<file path="config.mk">
export PLATFORM = sky130hd
export DESIGN_NAME = seg_display_top
export DESIGN_NICKNAME = d
export VERILOG_FILES = /design/src/rtl/seg_pkg.sv /design/src/rtl/seg_glyph_decoder.sv /design/src/rtl/seg_apb_regs.sv /design/src/rtl/seg_scan_mux.sv /design/src/rtl/seg_display_top.sv
export SDC_FILE = /design/constraint.sdc
export NUM_CORES = 1
export LEC_CHECK = 0
export BUFFER_PORTS_ARGS = -buffer_cell sky130_fd_sc_hd__buf_2
export CAP_MARGIN = 20
export CELL_PAD_IN_SITES_DETAIL_PLACEMENT = 2
export CELL_PAD_IN_SITES_GLOBAL_PLACEMENT = 2
export CORE_AREA = 2 2 145 147
export CTS_BUF_LIST = sky130_fd_sc_hd__clkbuf_8
export DETAILED_ROUTE_END_ITERATION = 16
export DIE_AREA = 0 0 147 149
export GPL_ROUTABILITY_DRIVEN = 1
export GPL_TIMING_DRIVEN = 0
export PLACE_DENSITY = 0.94
export RECOVER_POWER = 100
export SLEW_MARGIN = 15
export SYNTH_ARGS = -nofsm -noshare
export SYNTH_HDL_FRONTEND = slang
export SYNTH_HIERARCHICAL = 1
export SYNTH_SLANG_ARGS = --single-unit
</file>
<file path="constraint.sdc">
create_clock -name clk_i -period 4.1 [get_ports clk_i]
set_clock_uncertainty 0.1 [all_clocks]
set_input_delay 0.615 -clock clk_i [delete_from_list [all_inputs] [get_ports clk_i]]
set_output_delay 0.615 -clock clk_i [all_outputs]
set_load 0.05 [all_outputs]
</file>
<file path="src/rtl/seg_pkg.sv">
`default_nettype none

package seg_pkg;

    // ~~~~~~~~~~~~ Character codes ~~~~~~~~~~~~
    typedef logic [5:0] char_code_t;

    typedef enum logic [5:0] {
        CHAR_0          = 6'd0,
        CHAR_1          = 6'd1,
        CHAR_2          = 6'd2,
        CHAR_3          = 6'd3,
        CHAR_4          = 6'd4,
        CHAR_5          = 6'd5,
        CHAR_6          = 6'd6,
        CHAR_7          = 6'd7,
        CHAR_8          = 6'd8,
        CHAR_9          = 6'd9,
        CHAR_A          = 6'd10,
        CHAR_B          = 6'd11,
        CHAR_C          = 6'd12,
        CHAR_D          = 6'd13,
        CHAR_E          = 6'd14,
        CHAR_F          = 6'd15,
        CHAR_G          = 6'd16,  // Letters follow the hex digits.
        CHAR_H          = 6'd17,
        CHAR_I          = 6'd18,
        CHAR_J          = 6'd19,
        CHAR_K          = 6'd20,
        CHAR_L          = 6'd21,
        CHAR_M          = 6'd22,
        CHAR_N          = 6'd23,
        CHAR_O          = 6'd24,
        CHAR_P          = 6'd25,
        CHAR_Q          = 6'd26,
        CHAR_R          = 6'd27,
        CHAR_S          = 6'd28,
        CHAR_T          = 6'd29,
        CHAR_U          = 6'd30,
        CHAR_V          = 6'd31,
        CHAR_Y          = 6'd32,
        CHAR_Z          = 6'd33,
        CHAR_SPACE      = 6'd34,  // Symbols follow the letters. Higher codes are blank.
        CHAR_MINUS      = 6'd35,
        CHAR_UNDERSCORE = 6'd36,
        CHAR_EQUALS     = 6'd37,
        CHAR_DEGREE     = 6'd38
    } char_code_e;

    // ~~~~~~~~~~~~ Segment and digit words ~~~~
    typedef struct packed {
        logic a;
        logic b;
        logic c;
        logic d;
        logic e;
        logic f;
        logic g;
        logic dp;
    } seg_pattern_t;  // A 1 lights the segment.

    typedef struct packed {
        logic       raw_mode;
        logic       spare;
        logic       dp;
        char_code_t code;
    } digit_glyph_t;

    typedef struct packed {
        logic         raw_mode;
        seg_pattern_t segs;
    } digit_raw_t;

    typedef union packed {
        digit_glyph_t glyph;
        digit_raw_t   raw;
    } digit_reg_u;  // The raw_mode bit selects the member.

    // ~~~~~~~~~~~~ APB ~~~~~~~~~~~~~~~~~~~~~~~~~
    typedef struct packed {
        logic        psel;
        logic        penable;
        logic        pwrite;
        logic [7:0]  paddr;
        logic [31:0] pwdata;
    } apb_req_t;

    typedef struct packed {
        logic [31:0] prdata;
        logic        pready;
        logic        pslverr;
    } apb_rsp_t;

    localparam logic [7:0]  DIGIT_BASE_ADDR = 8'h00;  // Digit k sits at 4*k.
    localparam logic [7:0]  CTRL_ADDR       = 8'h20;
    localparam logic [7:0]  PRESCALE_ADDR   = 8'h24;
    localparam logic [15:0] PRESCALE_RESET  = 16'd3;

endpackage

`default_nettype wire

</file>
<file path="src/rtl/seg_glyph_decoder.sv">
`timescale 1ns/1ns
`default_nettype none

module seg_glyph_decoder import seg_pkg::*; (
    input  char_code_t   code_i,
    output seg_pattern_t pattern_o
);

    logic [6:0] abcdefg;

    // ~~~~~~~~~~~~ Character table ~~~~~~~~~~~~
    always_comb begin
        case (code_i)
            CHAR_0:          abcdefg = 7'b1111110;
            CHAR_1:          abcdefg = 7'b0110000;
            CHAR_2:          abcdefg = 7'b1101101;
            CHAR_3:          abcdefg = 7'b1111001;
            CHAR_4:          abcdefg = 7'b0110011;
            CHAR_5:          abcdefg = 7'b1011011;
            CHAR_6:          abcdefg = 7'b1011111;
            CHAR_7:          abcdefg = 7'b1110000;
            CHAR_8:          abcdefg = 7'b1111111;
            CHAR_9:          abcdefg = 7'b1111011;
            CHAR_A:          abcdefg = 7'b1110111;
            CHAR_B:          abcdefg = 7'b0011111;  // Lower case b.
            CHAR_C:          abcdefg = 7'b1001110;
            CHAR_D:          abcdefg = 7'b0111101;  // Lower case d.
            CHAR_E:          abcdefg = 7'b1001111;
            CHAR_F:          abcdefg = 7'b1000111;
            CHAR_G:          abcdefg = 7'b1011110;
            CHAR_H:          abcdefg = 7'b0110111;
            CHAR_I:          abcdefg = 7'b0000110;
            CHAR_J:          abcdefg = 7'b0111000;
            CHAR_K:          abcdefg = 7'b1010111;
            CHAR_L:          abcdefg = 7'b0001110;
            CHAR_M:          abcdefg = 7'b1110110;
            CHAR_N:          abcdefg = 7'b0010101;
            CHAR_O:          abcdefg = 7'b1111110;  // Same shape as 0.
            CHAR_P:          abcdefg = 7'b1100111;
            CHAR_Q:          abcdefg = 7'b1110011;
            CHAR_R:          abcdefg = 7'b0000101;
            CHAR_S:          abcdefg = 7'b1011011;  // Same shape as 5.
            CHAR_T:          abcdefg = 7'b0001111;
            CHAR_U:          abcdefg = 7'b0111110;
            CHAR_V:          abcdefg = 7'b0011100;
            CHAR_Y:          abcdefg = 7'b0111011;
            CHAR_Z:          abcdefg = 7'b1101101;  // Same shape as 2.
            CHAR_SPACE:      abcdefg = 7'b0000000;
            CHAR_MINUS:      abcdefg = 7'b0000001;
            CHAR_UNDERSCORE: abcdefg = 7'b0001000;
            CHAR_EQUALS:     abcdefg = 7'b0001001;
            CHAR_DEGREE:     abcdefg = 7'b1100011;
            default:         abcdefg = 7'b0000000;  // Unassigned codes stay dark.
        endcase
    end

    // The decimal point belongs to the digit register, not the character.
    assign pattern_o = {abcdefg, 1'b0};

endmodule

`default_nettype wire

</file>
<file path="src/rtl/seg_apb_regs.sv">
`timescale 1ns/1ns
`default_nettype none

module seg_apb_regs import seg_pkg::*; #(
    parameter int N_DIGITS = 8
) (
    input  logic                      clk_i,
    input  logic                      rst_n_i,
    input  apb_req_t                  apb_req_i,
    output apb_rsp_t                  apb_rsp_o,
    output digit_reg_u [N_DIGITS-1:0] digits_o,
    output logic                      scan_en_o,
    output logic [N_DIGITS-1:0]       blank_mask_o,
    output logic [15:0]               prescale_o
);

    localparam int DIGIT_SPAN = N_DIGITS * 4;

    logic                      access;
    logic                      aligned;
    logic [7:0]                digit_off;
    logic [2:0]                digit_idx;
    logic                      sel_digit;
    logic                      sel_ctrl;
    logic                      sel_prescale;
    logic                      addr_ok;
    logic                      wr_en;
    logic [31:0]               rd_data;

    digit_reg_u [N_DIGITS-1:0] digit_q;
    logic                      enable_q;
    logic                      restart_q;
    logic [N_DIGITS-1:0]       blank_q;
    logic [15:0]               prescale_q;

    // ~~~~~~~~~~~~ Address decode ~~~~~~~~~~~~~
    assign access       = apb_req_i.psel & apb_req_i.penable;
    assign aligned      = (apb_req_i.paddr[1:0] == 2'b00);
    assign digit_off    = apb_req_i.paddr - DIGIT_BASE_ADDR;  // Wraps high below the base.
    assign digit_idx    = digit_off[4:2];
    assign sel_digit    = aligned && (32'(digit_off) < DIGIT_SPAN);
    assign sel_ctrl     = (apb_req_i.paddr == CTRL_ADDR);
    assign sel_prescale = (apb_req_i.paddr == PRESCALE_ADDR);
    assign addr_ok      = sel_digit | sel_ctrl | sel_prescale;
    assign wr_en        = access & apb_req_i.pwrite & addr_ok;

    // ~~~~~~~~~~~~ Register storage ~~~~~~~~~~~
    always_ff @(posedge clk_i) begin
        if (!rst_n_i) begin
            digit_q    <= '0;
            enable_q   <= 1'b0;
            restart_q  <= 1'b0;
            blank_q    <= '0;
            prescale_q <= PRESCALE_RESET;
        end else begin
            restart_q <= wr_en & sel_ctrl;  // Any CTRL write restarts the scan.
            if (wr_en && sel_ctrl) begin
                enable_q <= apb_req_i.pwdata[0];
                blank_q  <= apb_req_i.pwdata[8 +: N_DIGITS];
            end
            if (wr_en && sel_prescale) begin
                prescale_q <= apb_req_i.pwdata[15:0];
            end
            for (int i = 0; i < N_DIGITS; i++) begin
                if (wr_en && sel_digit && (digit_idx == 3'(i))) begin
                    digit_q[i] <= apb_req_i.pwdata[8:0];
                end
            end
        end
    end

    // ~~~~~~~~~~~~ Read path ~~~~~~~~~~~~~~~~~~
    always_comb begin
        rd_data = '0;
        if (sel_ctrl) begin
            rd_data[0]            = enable_q;
            rd_data[8 +: N_DIGITS] = blank_q;
        end else if (sel_prescale) begin
            rd_data[15:0] = prescale_q;
        end else if (sel_digit) begin
            for (int i = 0; i < N_DIGITS; i++) begin
                if (digit_idx == 3'(i)) begin
                    rd_data[8:0] = digit_q[i];
                end
            end
        end
    end

    assign apb_rsp_o.prdata  = rd_data;  // Bad addresses fall through to zero.
    assign apb_rsp_o.pready  = 1'b1;
    assign apb_rsp_o.pslverr = access & ~addr_ok;

    // The restart cycle looks like a disable to the scan logic.
    assign scan_en_o    = enable_q & ~restart_q;
    assign digits_o     = digit_q;
    assign blank_mask_o = blank_q;
    assign prescale_o   = prescale_q;

endmodule

`default_nettype wire

</file>
<file path="src/rtl/seg_scan_mux.sv">
`timescale 1ns/1ns
`default_nettype none

module seg_scan_mux import seg_pkg::*; #(
    parameter int N_DIGITS   = 8,
    parameter int PRESCALE_W = 16
) (
    input  logic                      clk_i,
    input  logic                      rst_n_i,
    input  digit_reg_u [N_DIGITS-1:0] digits_i,
    input  logic                      scan_en_i,
    input  logic [N_DIGITS-1:0]       blank_mask_i,
    input  logic [PRESCALE_W-1:0]     prescale_i,
    output logic [N_DIGITS-1:0]       an_o,
    output seg_pattern_t              seg_n_o
);

    localparam int               IDX_W    = (N_DIGITS > 1) ? $clog2(N_DIGITS) : 1;
    localparam logic [IDX_W-1:0] LAST_IDX = IDX_W'(N_DIGITS - 1);

    logic [PRESCALE_W-1:0] tick_cnt_q;
    logic [IDX_W-1:0]      idx_q;
    digit_reg_u            cur_word;
    seg_pattern_t          glyph_pat;
    seg_pattern_t          lit_pat;
    logic                  blanked;

    // ~~~~~~~~~~~~ Digit sequencing ~~~~~~~~~~~
    always_ff @(posedge clk_i) begin
        if (!rst_n_i || !scan_en_i) begin
            tick_cnt_q <= '0;
            idx_q      <= '0;
        end else if (tick_cnt_q >= prescale_i) begin  // Also catches a shrunk prescale.
            tick_cnt_q <= '0;
            idx_q      <= (idx_q == LAST_IDX) ? '0 : idx_q + 1'b1;
        end else begin
            tick_cnt_q <= tick_cnt_q + 1'b1;
        end
    end

    assign cur_word = digits_i[idx_q];

    seg_glyph_decoder u_glyph (
        .code_i    (cur_word.glyph.code),
        .pattern_o (glyph_pat)
    );

    always_comb begin
        if (cur_word.raw.raw_mode) begin
            lit_pat = cur_word.raw.segs;
        end else begin
            lit_pat    = glyph_pat;
            lit_pat.dp = cur_word.glyph.dp;
        end
    end

    assign blanked = !scan_en_i || blank_mask_i[idx_q];

    // ~~~~~~~~~~~~ Pin drive ~~~~~~~~~~~~~~~~~~
    always_ff @(posedge clk_i) begin
        if (!rst_n_i || blanked) begin
            an_o    <= '1;  // All digits and segments dark.
            seg_n_o <= '1;
        end else begin
            an_o    <= ~(N_DIGITS'(1) << idx_q);
            seg_n_o <= ~lit_pat;
        end
    end

endmodule

`default_nettype wire

</file>
<file path="src/rtl/seg_display_top.sv">
`timescale 1ns/1ns
`default_nettype none

module seg_display_top import seg_pkg::*; #(
    parameter int N_DIGITS   = 8,
    parameter int PRESCALE_W = 16
) (
    input  logic                clk_i,
    input  logic                rst_n_i,
    input  apb_req_t            apb_req_i,
    output apb_rsp_t            apb_rsp_o,
    output logic [N_DIGITS-1:0] an_o,
    output seg_pattern_t        seg_n_o
);

    digit_reg_u [N_DIGITS-1:0] digits;
    logic                      scan_en;
    logic [N_DIGITS-1:0]       blank_mask;
    logic [15:0]               prescale;  // Register width is fixed by the memory map.

    // ~~~~~~~~~~~~ CPU side ~~~~~~~~~~~~~~~~~~~
    seg_apb_regs #(
        .N_DIGITS (N_DIGITS)
    ) u_regs (
        .clk_i        (clk_i),
        .rst_n_i      (rst_n_i),
        .apb_req_i    (apb_req_i),
        .apb_rsp_o    (apb_rsp_o),
        .digits_o     (digits),
        .scan_en_o    (scan_en),
        .blank_mask_o (blank_mask),
        .prescale_o   (prescale)
    );

    // ~~~~~~~~~~~~ Display side ~~~~~~~~~~~~~~~
    // Only the low PRESCALE_W bits reach the counter.
    seg_scan_mux #(
        .N_DIGITS   (N_DIGITS),
        .PRESCALE_W (PRESCALE_W)
    ) u_scan (
        .clk_i        (clk_i),
        .rst_n_i      (rst_n_i),
        .digits_i     (digits),
        .scan_en_i    (scan_en),
        .blank_mask_i (blank_mask),
        .prescale_i   (prescale[PRESCALE_W-1:0]),
        .an_o         (an_o),
        .seg_n_o      (seg_n_o)
    );

endmodule

`default_nettype wire

</file>
* Word level (Yosys, flattened, before mapping)
Memory sizes are Yosys's and may differ from the RTL's.
Cells that the tools add are included.
** Word-level totals
- Input bits :: 45
- Memories kept :: 1
- ROM bits :: 448
- Bits in registers :: 133
** Operators by class
- Order comparisons :: 3
- Bitwise logic cells :: 12
- $add $sub $neg :: 2
- Reductions and logical operators :: 20
- Mux-type cells :: 20
- Shift-type cells :: 1
- Equal/unequal tests :: 10
** Memory list
- (no name shown) :: depth 64, bits a word 7, rd ports 1, clocked after Yosys merged registers in 0, wr ports 0, line seg_glyph_decoder.sv:13 : case (code_i)
** Operators by type and width (count)
- $mux 9 :: 11
- $bmux 9 s3 :: 1
- $add 16x1->16 const B :: 1
- $eq 8x6->1 const B :: 2
- $ge 16x16->1 :: 1
- $mux 8 :: 2
- $not 8->8 :: 2
- $eq 3x3->1 const B :: 5
- $mux 7 :: 2
- $logic_and 1x1->1 :: 12
- $lt 8x6->1 const B :: 1
- $shl 1x3->8 const A :: 1
- $and 1x1->1 :: 6
- $eq 3x2->1 const B :: 2
- $lt 3x4->1 const B :: 1
- $add 3x1->3 const B :: 1
- $bmux 1 s3 :: 1
- $eq 3x1->1 const B :: 1
- $logic_not 3->1 :: 1
- $logic_or 1x1->1 :: 3
- $mux 3 :: 1
- $logic_not 1->1 :: 2
- $logic_not 2->1 :: 1
- $mux 1 :: 2
- 3 further kinds :: 5

* Logic depth before layout (Yosys ltp)
- Depth in word-level cells :: 12
- Gate-level depth with buffers :: 13

* By module
Netlist, hierarchy kept.
** Modules (own cells, without submodules)
- seg_apb_regs :: cells each 509, times used 1, area each 4381.7 um2, sequential area each 1961.9 um2
- seg_scan_mux :: cells each 248, times used 1, area each 2436.1 um2, sequential area each 700.7 um2
- seg_glyph_decoder :: cells each 91, times used 1, area each 618.1 um2, sequential area each 0.0 um2

* Worst setup path after synthesis
Ideal clock, no wire load.
- Kind :: input-to-output
- From :: input port apb_req_i[34] (netlist name)
- To :: output port apb_rsp_o[10] (netlist name)
- Path buffers :: 3
- Stages :: 5
- Setup slack :: 817 ps
- Data arrival time :: 2568 ps
- Required time :: 3385 ps
- Path through :: buf_2 -> buf_2 -> buf_2 -> mux2i_1 -> o32ai_1
** RTL lines
- start: declaration :: line seg_display_top.sv:10 : input apb_req_t apb_req_i,
- end: declaration :: line seg_display_top.sv:11 : output apb_rsp_t apb_rsp_o,

==> impl_metrics.toml <==
[worst_setup_path]
crit_slowest_cell = "nor2_1"
cp_num_buf_inv = 4
crit_type = "primary input to output port"
start_kind = "primary input"
rrSetupSlack_ps = 240
worst_ep_arrival_time_ps = 3180
cpPeakStageDelay_ps = 470
critPathTopFamily = "buffers and inverters"
worstPathMaxFanout = 10
cp_cell_sequence = "clkbuf_1 > clkbuf_1 > nor2b_1 > nand2_1 > nor2_1 > clkbuf_2 > o2bb2ai_1 > clkbuf_2"
critPathCaptureType = "output port"
worstPathRequired_ps = 3380

[logic_synthesis]
synth-warning-count = 6
synth_area_sq_mm = 0.00742
synth_cells = 846
syn_area_per_cell_sq_um = 8.78

[global_routing]
grt_pass1_wl_mm = 49.1
antenna_found_initial = 0
grt-ovfl-total = 0
grt.total_usage_pct = 29.4
grt_pass1_vias = 8160
grt_max_degree = 20

[floorplan]
die_y_um = 149
row_count = 53
initial_utilization_pct = 36.1
die_x_um = 147
die-area_sq_mm = 0.0219
core_sq_mm = 0.0206
ios = 95

[sta]
worst_pin_slew_ps = 1240
fin_ws_ps = 203
finalSetupTns_ps = 0
period_minus_slack_ps = 3900
finalCritPeriodShare_pct = 95.1
rsz0062_at_grt = "false"
slew_viol_final = 0
hold_viol = 0
relSlewSlack_pct = 17.2
setup_viol = 0
hold_slack_ps = 325
fmaxAchievable_mhz = 257

[detailed_routing]
routed_via_density = 6.16
first_iter_violations = 636
vias = 7557
drc = 0
wl_per_cell_um = 26.1
firstDrtPassIters = 5
detail-route-antenna-nets = 0
wirelength_mm = 32.0

[final_layout]
mostFrequentLayoutCells = "dfxtp_1, o21ai_0, nand3_1"
drive_gt1_share_pct = 15.8
ff_latch_area_sq_mm = 0.00266
fin_nets = 1014
final_common_cell = "dfxtp_1"
area_growth_pct = 13.9
multi_input_area_sq_mm = 0.00424
nFillCells = 2311
n_antenna_cell = 0

[min_path]
hp-class = "primary input to flop"

[clocking]
root_buffer = "clkbuf_8"
clk_latency_ps = 480
post-cts-setup-buffers = 0
cts.htree.levels = 4
cts_sinks = 133
numCtsBuffers = 17
clock_path_buffers = 2
tritoncts = "done"
clk_pin_slew_ps = 90

[power_and_ir_drop]
vdd_drop_max_mv = 0.199
p_leak_nw = 3.10
power_density_mw_per_mm2 = 324

[place]
dp_hpwl_mm = 22.0
finalWeightedCongestion = 0.897
portBuffers = 60
place_ws_ps = 114

[run]
cap_violations = 0

[status]
status = "finished, final reports clean"
[metrics by stage]
step	instance area [sq um]	utilization [%]	total power [W]	instances
2_1_floorplan	7480	-	0.00144	861
3_3_place_gp	8130	39.5	0.00150	1196
3_5_place_dp	8130	39.5	0.00150	1196
4_1_cts	8560	41.6	0.00275	1226
5_1_grt	8450	41.1	0.00281	1226
6_report	8450	41.1	0.00274	1226
[final timing paths]
| path | from | to | cells after the start |
|---|---|---|---|
| max | apb_req_i[36] | apb_rsp_o[6] | 8 |
| min | apb_req_i[9] | u_regs/blank_mask_o[1]$_SDFFE_PN0P_ | 3 |
| max reg2reg | u_scan/idx_q[0]$_SDFFE_PP0P_ | u_scan/seg_n_o[4]$_SDFF_PP1_ | 13 |
| min reg2reg | u_scan/tick_cnt_q[0]$_SDFF_PP0_ | u_scan/tick_cnt_q[0]$_SDFF_PP0_ | 1 |
[cell type report]
type,instances,area share (%)
multi-input cells,622,50.1
flip-flops and latches,133,31.5
inverters,31,1.38
repair buffers,60,3.24
plain buffers,74,4.47
well taps,275,4.07
clock buffers,19,3.09
clock inverters,12,2.10
[report_power, final]
part | internal (W) | switching (W) | leakage, nW
sequential | 0.00129 | 0.000000375 | 1.07
clock | 0.000691 | 0.000570 | 0.216
combinational | 0.0000488 | 0.000142 | 1.81
[sequential cells by signal, indices dropped and copies added (netlist names)]
name / count
u_scan/seg_n_o: 8
u_regs/enable_q: 1
u_regs/digits_o: 72
u_regs/blank_mask_o: 8
u_regs/restart_q: 1
u_regs/prescale_o: 16
u_scan/idx_q: 3
u_scan/an_o: 8
u_scan/tick_cnt_q: 16
[tightest hold or removal path: stages]
cell and delay (ps):
buf_2 100, nand2_1 70, o21ai_0 80
[what timing repair did]
| action | in CTS | in global routing |
|---|---|---|
| resized for setup | 0 | 1 |
| hold buffers | 0 | 0 |
| endpoints found under the setup margin | 1 | 2 |
[metal layers]
layer | vias up | share of wire, % | global-route usage [%] | routed length, um
li1 | 3223 | - | - | -
met1 | 3832 | 39 | 35.0 | 12500
met2 | 394 | 49 | 51.0 | 15700
met3 | 108 | 7.5 | 5.72 | 2400
met4 | 0 | 4.4 | 14.8 | 1400
met5 | - | 0 | 0 | 0
No activity file was read; power rests on OpenSTA's default activity.
